File: config.mk
export PLATFORM = sky130hd
export DESIGN_NAME = tsconf_top
export DESIGN_NICKNAME = d
export VERILOG_FILES = /design/src/common/tsconf_pkg.sv /design/src/design/tsconf_top.sv /design/src/ports/zports.sv /design/src/design/zsignals.sv /design/src/design/resetter.sv /design/src/clocking/zclock.sv /design/src/clocking/clock_phases.sv
export VERILOG_INCLUDE_DIRS = /design/src /design/src/common
export SDC_FILE = /design/constraint.sdc
export NUM_CORES = 1
export LEC_CHECK = 0
export BUFFER_PORTS_ARGS = -buffer_cell sky130_fd_sc_hd__buf_2
export CAP_MARGIN = 20
export CORE_UTILIZATION = 54
export CTS_CLUSTER_SIZE = 30
export DETAILED_ROUTE_END_ITERATION = 7
export GPL_TIMING_DRIVEN = 0
export PLACE_DENSITY = 0.88
export SYNTH_ARGS = -nofsm -noshare
export SYNTH_HDL_FRONTEND = slang
export SYNTH_HIERARCHICAL = 1
export SYNTH_SLANG_ARGS = --single-unit
File: constraint.sdc
create_clock -name fclk -period 2.16 [get_ports fclk]
set_input_delay 0 -clock fclk [delete_from_list [all_inputs] [get_ports fclk]]
set_output_delay 0 -clock fclk [all_outputs]
set_load 0.05 [all_outputs]
File: src/common/tsconf_settings.svh
`ifndef TSCONF_SETTINGS_SVH
`define TSCONF_SETTINGS_SVH

// reset stretch counter width, 2**6 fclk cycles
`define RST_CNT_SIZE 6

// port addresses
// border and beeper, decoded on the low byte only
`define PORT_FE 8'hFE
`define PORT_SYSCONF 16'h20AF
`define PORT_IM2VECT 16'h0FAF

// power-up value of the vector byte
`define IM2VECT_RESET 8'hFF

// ay_clk half periods in fclk cycles
`define AY_DIV_SLOW 16
`define AY_DIV_FAST 8

`endif
File: src/common/tsconf_pkg.sv
package tsconf_pkg;

	typedef logic [15:0] zaddr_t;
	typedef logic [7:0] zdata_t;
	// 00 3.5 MHz, 01 7 MHz, 1x 14 MHz
	typedef logic [1:0] turbo_t;
	typedef logic [2:0] border_t;

	typedef struct packed {
		logic c0;
		logic c1;
		logic c2;
		logic c3;
		logic f0;
		logic f1;
	} phase_t;

	typedef struct packed {
		logic iorq;
		logic rd;
		logic wr;
		logic m1;
		logic iord;
		logic iowr;
		logic intack;
	} zctl_t;

	typedef struct packed {
		logic iord_s;
		logic iowr_s;
	} zstb_t;

	// turbo kept in bits 1:0 as on the real board
	typedef struct packed {
		logic [4:0] rsvd;
		logic ay_div;
		turbo_t turbo;
	} sysconf_t;

	typedef enum logic {
		HOLD,
		RUN
	} rst_state_t;

endpackage

File: src/design/tsconf_top.sv
`timescale 1ns/1ps

module tsconf_top (
	input logic fclk,
	input logic rst_n,
	input logic iorq_n,
	input logic rd_n,
	input logic wr_n,
	input logic m1_n,
	input logic tape_in,
	input tsconf_pkg::zaddr_t a,
	input tsconf_pkg::zdata_t d_in,
	output tsconf_pkg::zdata_t d_out,
	output logic d_ena,
	output logic clkz_out,
	output logic res,
	output logic ay_clk,
	output logic beep,
	output tsconf_pkg::border_t border
);

	logic sys_rst_n;
	logic zpos;
	tsconf_pkg::phase_t phases;
	tsconf_pkg::zctl_t ctl;
	tsconf_pkg::zstb_t stb;
	tsconf_pkg::sysconf_t sysconf;
	tsconf_pkg::zdata_t im2vect;
	tsconf_pkg::zdata_t port_dout;
	logic port_ena;

	resetter myrst (
		.fclk(fclk),
		.rst_n(rst_n),
		.sys_rst_n(sys_rst_n)
	);

	assign res = ~sys_rst_n;

	clock_phases clock (
		.fclk(fclk),
		.rst_n(sys_rst_n),
		.ay_div(sysconf.ay_div),
		.phases(phases),
		.ay_clk(ay_clk)
	);

	// zneg only shapes clkz_out inside the generator
	zclock zclock (
		.fclk(fclk),
		.rst_n(sys_rst_n),
		.phases(phases),
		.turbo(sysconf.turbo),
		.zclk_out(clkz_out),
		.zpos(zpos),
		.zneg()
	);

	zsignals zsignals (
		.fclk(fclk),
		.rst_n(sys_rst_n),
		.zpos(zpos),
		.iorq_n(iorq_n),
		.rd_n(rd_n),
		.wr_n(wr_n),
		.m1_n(m1_n),
		.ctl(ctl),
		.stb(stb)
	);

	zports zports (
		.fclk(fclk),
		.rst_n(sys_rst_n),
		.a(a),
		.din(d_in),
		.tape_in(tape_in),
		.ctl(ctl),
		.stb(stb),
		.sysconf(sysconf),
		.border(border),
		.beep(beep),
		.im2vect(im2vect),
		.port_dout(port_dout),
		.port_ena(port_ena)
	);

	////////////////////////////////////////////////////
	// data bus

	// port readback wins, vector only during int acknowledge
	assign d_out = port_ena ? port_dout : im2vect;
	assign d_ena = port_ena | ctl.intack;

endmodule

File: src/ports/zports.sv
`timescale 1ns/1ps
`include "tsconf_settings.svh"

module zports (
	input logic fclk,
	input logic rst_n,
	input tsconf_pkg::zaddr_t a,
	input tsconf_pkg::zdata_t din,
	input logic tape_in,
	input tsconf_pkg::zctl_t ctl,
	input tsconf_pkg::zstb_t stb,
	output tsconf_pkg::sysconf_t sysconf,
	output tsconf_pkg::border_t border,
	output logic beep,
	output tsconf_pkg::zdata_t im2vect,
	output tsconf_pkg::zdata_t port_dout,
	output logic port_ena
);

	logic hit_fe;
	logic hit_sysconf;
	logic hit_im2vect;

	////////////////////////////////////////////////////
	// address decode

	assign hit_fe = (a[7:0] == `PORT_FE);
	assign hit_sysconf = (a == `PORT_SYSCONF);
	assign hit_im2vect = (a == `PORT_IM2VECT);

	////////////////////////////////////////////////////
	// port registers

	always_ff @(posedge fclk) begin
		if (!rst_n) begin
			border <= '0;
			beep <= 1'b0;
		end else if (stb.iowr_s && hit_fe) begin
			border <= din[2:0];
			beep <= din[4];
		end
	end

	always_ff @(posedge fclk) begin
		if (!rst_n)
			sysconf <= '0;
		else if (stb.iowr_s && hit_sysconf)
			sysconf <= tsconf_pkg::sysconf_t'(din);
	end

	always_ff @(posedge fclk) begin
		if (!rst_n)
			im2vect <= `IM2VECT_RESET;
		else if (stb.iowr_s && hit_im2vect)
			im2vect <= din;
	end

	////////////////////////////////////////////////////
	// readback

	// #FE reads all ones except the tape input on bit 6
	assign port_ena = ctl.iord & (hit_fe | hit_sysconf);
	assign port_dout = hit_fe ? {1'b1, tape_in, 6'h3F} : tsconf_pkg::zdata_t'(sysconf);

	// readback and vector never compete for the bus
	a_no_read_in_intack: assert property (@(posedge fclk) disable iff (!rst_n)
		port_ena |-> !ctl.intack);

endmodule

File: src/design/zsignals.sv
`timescale 1ns/1ps

module zsignals (
	input logic fclk,
	input logic rst_n,
	input logic zpos,
	input logic iorq_n,
	input logic rd_n,
	input logic wr_n,
	input logic m1_n,
	output tsconf_pkg::zctl_t ctl,
	output tsconf_pkg::zstb_t stb
);

	logic iorq;
	logic rd;
	logic wr;
	logic m1;
	logic iord_d;
	logic iowr_d;

	// pins sampled at the rising z80 clock
	always_ff @(posedge fclk) begin
		if (!rst_n) begin
			iorq <= 1'b0;
			rd <= 1'b0;
			wr <= 1'b0;
			m1 <= 1'b0;
		end else if (zpos) begin
			iorq <= ~iorq_n;
			rd <= ~rd_n;
			wr <= ~wr_n;
			m1 <= ~m1_n;
		end
	end

	always_comb begin
		ctl.iorq = iorq;
		ctl.rd = rd;
		ctl.wr = wr;
		ctl.m1 = m1;
		ctl.iord = iorq & rd;
		ctl.iowr = iorq & wr;
		ctl.intack = iorq & m1;
	end

	////////////////////////////////////////////////////
	// edge strobes

	always_ff @(posedge fclk) begin
		if (!rst_n) begin
			iord_d <= 1'b0;
			iowr_d <= 1'b0;
		end else begin
			iord_d <= ctl.iord;
			iowr_d <= ctl.iowr;
		end
	end

	assign stb.iord_s = ctl.iord & ~iord_d;
	assign stb.iowr_s = ctl.iowr & ~iowr_d;

	// level outlives its strobe
	a_iowr_strobe: assert property (@(posedge fclk) disable iff (!rst_n)
		stb.iowr_s |=> ctl.iowr && !stb.iowr_s);

endmodule

File: src/design/resetter.sv
`timescale 1ns/1ps
`include "tsconf_settings.svh"

module resetter (
	input logic fclk,
	input logic rst_n,
	output logic sys_rst_n
);

	tsconf_pkg::rst_state_t state;
	logic [`RST_CNT_SIZE-1:0] cnt;

	always_ff @(posedge fclk) begin
		if (!rst_n) begin
			state <= tsconf_pkg::HOLD;
			cnt <= '0;
			sys_rst_n <= 1'b0;
		end else begin
			case (state)
				tsconf_pkg::HOLD: begin
					cnt <= cnt + 1'b1;
					sys_rst_n <= 1'b0;
					if (&cnt)
						state <= tsconf_pkg::RUN;
				end
				default: begin
					sys_rst_n <= 1'b1;
				end
			endcase
		end
	end

	a_no_early_release: assert property (@(posedge fclk)
		sys_rst_n |-> state == tsconf_pkg::RUN);

endmodule

File: src/clocking/zclock.sv
`timescale 1ns/1ps

module zclock (
	input logic fclk,
	input logic rst_n,
	input tsconf_pkg::phase_t phases,
	input tsconf_pkg::turbo_t turbo,
	output logic zclk_out,
	output logic zpos,
	output logic zneg
);

	tsconf_pkg::turbo_t turbo_q;
	logic half;

	// speed changes only at the end of a phase round
	always_ff @(posedge fclk) begin
		if (!rst_n)
			turbo_q <= 2'b00;
		else if (phases.c3)
			turbo_q <= turbo;
	end

	// picks high or low half in 3.5 MHz mode
	always_ff @(posedge fclk) begin
		if (!rst_n)
			half <= 1'b0;
		else if (phases.c0)
			half <= ~half;
	end

	always_comb begin
		case (turbo_q)
			2'b00: begin
				zpos = phases.c0 & ~half;
				zneg = phases.c0 & half;
			end
			2'b01: begin
				zpos = phases.c0;
				zneg = phases.c2;
			end
			default: begin
				zpos = phases.f0;
				zneg = phases.f1;
			end
		endcase
	end

	always_ff @(posedge fclk) begin
		if (!rst_n)
			zclk_out <= 1'b0;
		else if (zpos)
			zclk_out <= 1'b1;
		else if (zneg)
			zclk_out <= 1'b0;
	end

	a_edges_exclusive: assert property (@(posedge fclk) disable iff (!rst_n)
		!(zpos && zneg));

endmodule

File: src/clocking/clock_phases.sv
`timescale 1ns/1ps
`include "tsconf_settings.svh"

module clock_phases (
	input logic fclk,
	input logic rst_n,
	input logic ay_div,
	output tsconf_pkg::phase_t phases,
	output logic ay_clk
);

	localparam int AY_CNT_W = $clog2(`AY_DIV_SLOW);
	localparam logic [AY_CNT_W-1:0] AY_LAST_SLOW = AY_CNT_W'(`AY_DIV_SLOW - 1);
	localparam logic [AY_CNT_W-1:0] AY_LAST_FAST = AY_CNT_W'(`AY_DIV_FAST - 1);

	logic [1:0] cnt;
	logic [AY_CNT_W-1:0] ay_cnt;
	logic [AY_CNT_W-1:0] ay_last;

	always_ff @(posedge fclk) begin
		if (!rst_n)
			cnt <= 2'd0;
		else
			cnt <= cnt + 2'd1;
	end

	always_comb begin
		phases.c0 = (cnt == 2'd0);
		phases.c1 = (cnt == 2'd1);
		phases.c2 = (cnt == 2'd2);
		phases.c3 = (cnt == 2'd3);
		phases.f0 = ~cnt[0];
		phases.f1 = cnt[0];
	end

	////////////////////////////////////////////////////
	// sound chip clock

	assign ay_last = ay_div ? AY_LAST_FAST : AY_LAST_SLOW;

	// >= so a switch to the fast divider mid count does not wrap
	always_ff @(posedge fclk) begin
		if (!rst_n) begin
			ay_cnt <= '0;
			ay_clk <= 1'b0;
		end else if (ay_cnt >= ay_last) begin
			ay_cnt <= '0;
			ay_clk <= ~ay_clk;
		end else begin
			ay_cnt <= ay_cnt + 1'b1;
		end
	end

	a_phase_onehot: assert property (@(posedge fclk) disable iff (!rst_n)
		$onehot({phases.c0, phases.c1, phases.c2, phases.c3}));

endmodule

==> qor.txt <==
status = finished, final reports clean
Die W = 65.7 um
total power = 1.52 mW
LEAKAGE = 1.16 nW
antenna-violating nets left = 0
Cells after Synth = 216
crit path from = zsignals/iorq
post-place setup slack = 188 ps
hold slack = 147 ps
final clock skew = 7.14 ps
Die ar. = 0.00431 sq mm
starting density of the core = 58.0%
CP Data Required Time = 2390 ps
Final Hold Viols = 0
Setup crit end kind = flip-flop
Placeable Area = 0.00377 sq mm
HP Class = in -> reg
unrepaired setup endpoints after global routing = no
crit-path cells = and2_1 > nor2b_1 > and4_1 > nand2_1 > nor3_4 > mux2i_1
M3 GR Usage = 6.77%
syn nets = 253
Final Net Count = 320
share of cells above drive strength 1 = 26.1%
Buf+Inv Stages, Crit Path = 0
Slew Limit Fails = 0
Detailed Route WL = 4530 um
fin area = 0.00274 sq mm
met2 Use GR = 42.3%
period utilisation layout = 83.4%
largest net degree at the start of global routing = 14
Ys Warns = 6
Max clock buf depth = 2
Rel. slew slack = 61.3%
Pre-antenna DRT Iters = 4
DR iter-0 viols = 45
max incr delay on CP = 480 ps
Via density = 5.13
vias after detailed routing = 1704
final RePlAce weighted congestion = 0.728
antenna violations before repair = 0
first-pass GRT wire length = 7540 um
fmax = 555 MHz
DRC violations left = 0
GRT met1 Usage = 25.5%
Least-Margin Pin Slew = 579 ps
gr ovfl total = 0
setup violators final = 0
worst setup margin = 359 ps
fill count = 284
Worst R2R Path Depth = 6
minimum clock period = 1800 ps
CTS root buffer = clkbuf_8
CTS clk-pin slew, worst paths = 80 ps
die height = 65.7 um
CTS Sinks = 44
Skew-Pair Late Insertion Delay = 300 ps
R2R setup slack = 360 ps
max-cap violations = 0
reg-to-reg endpoint = zports/sysconf[2]
pwr dens = 557 mW/mm^2
Rows = 22
Area after DPL = 0.00248 sq mm
Peak supply drop = 0.521 mV
CTS tree = yes
critical path's top delay family = simple AND/OR/NAND/NOR gates
Crit path arrival time = 2030 ps
ANT cells = 0
routed len/inst = 13.7 um
Synth Cell Area = 0.00219 sq mm
Critical R2R Launch = zsignals/iorq
All-Layer GR Usage = 23.5%
Buffers on Ports = 46
Post-Route Setup TNS = 0 ps
startpoint types = flip-flop
Crit. path cell count = 6
Avg Cell Area, Syn = 10.1 sq um
TritonCTS buffer count = 5
Critical path destination = zports/sysconf[2]
crit path max fanout = 8
H-tree Lvls = 2
post-detail-place hpwl = 3120 um
Layout area overhead = 25.0%
vias in the first global route = 1736
num ports = 47
slowest CP cell = nor3_4
kind of critical path = reg -> reg
GRT busiest layer = met2
==> area by class of cell <==
class | count | area (sq um) | share of cell area [%]
Sequential cell | 44 | 881 | 32.2
Clock inverter | 2 | 35.0 | 1.28
Multi-Input combinational cell | 160 | 1250 | 45.7
Clock buffer | 6 | 72.6 | 2.65
Buffer | 7 | 38.8 | 1.42
Timing Repair Buffer | 60 | 380 | 13.9
Tap cell | 48 | 60.1 | 2.19
Inverter | 5 | 18.8 | 0.686
==> how the worst min path moves through the flow <==
| stage | depth (start not counted) | startpoint | end | slack, ps |
|---|---|---|---|---|
| floorplan | 1 | rst_n | myrst/state | 120 |
| global placement | 3 | d_in[3] | zports/sysconf[3] | 260 |
| detailed placement | 3 | rd_n | zsignals/rd | 270 |
| CTS | 3 | a[13] | zports/im2vect[1] | 60 |
| global route | 4 | a[13] | zports/im2vect[1] | 150 |
| finish | 4 | a[13] | zports/im2vect[1] | 150 |
==> sequential cells by signal (all words and copies together), names as in the netlist, 2 cells and up <==
register / count
zports/sysconf: 8
zclock/turbo_q: 2
clock/cnt: 2
zports/im2vect: 8
zports/border: 3
clock/ay_cnt: 4
myrst/cnt: 6
==> tightest hold or removal path, delay by kind of cell <==
family | cells | cell delay, ps
buffers and inverters | 2 | 250
AND/OR/NAND/NOR | 1 | 50
multiplexers | 1 | 110
==> what timing repair did <==
item / 4_1_cts / 5_1_grt
hold endpoints to repair: 25 / 0
hold buffers: 13 / 0
setup endpoints to repair: 0 / 1
gates resized for setup: 0 / 0
setup buffers: 0 / 1
==> power breakdown <==
group          internal [mW]  switching, mW
clock network          0.343          0.280
logic                 0.0476         0.0313
registers              0.815        0.00685
==> per-stage QoR <==
| step | std cells | util [%] |
|---|---|---|
| 4_1_cts | 331 | 72.0 |
| 6_report | 332 | 72.6 |
| 5_1_grt | 332 | 72.6 |
| 3_5_place_dp | 310 | 65.7 |
| 2_1_floorplan | 216 | - |
| 3_3_place_gp | 310 | 65.7 |
==> cell usage in the layout (no fill, tap or decap), drive strengths merged, types with 2 or more instances in the layout <==
cell	instances
mux2i	23
a31oi	2
nor2	8
dfxtp	44
xnor2	7
nor2b	23
and4	2
and3	2
o21ai	2
clkbuf	10
a21boi	2
nand2	27
nand3	3
nand4b	4
dlygate4sd3	13
mux2	9
o211a	4
ha	6
inv	5
buf	50
nand3b	5
nand2b	8
nor4	3
and2	11
==> layer usage <==
metal,up-vias,wire length (um)
met5,-,0
li1,858,-
met3,8,204
met1,797,1970
met4,0,78
met2,41,2280
(Power assumes the default switching activity.)
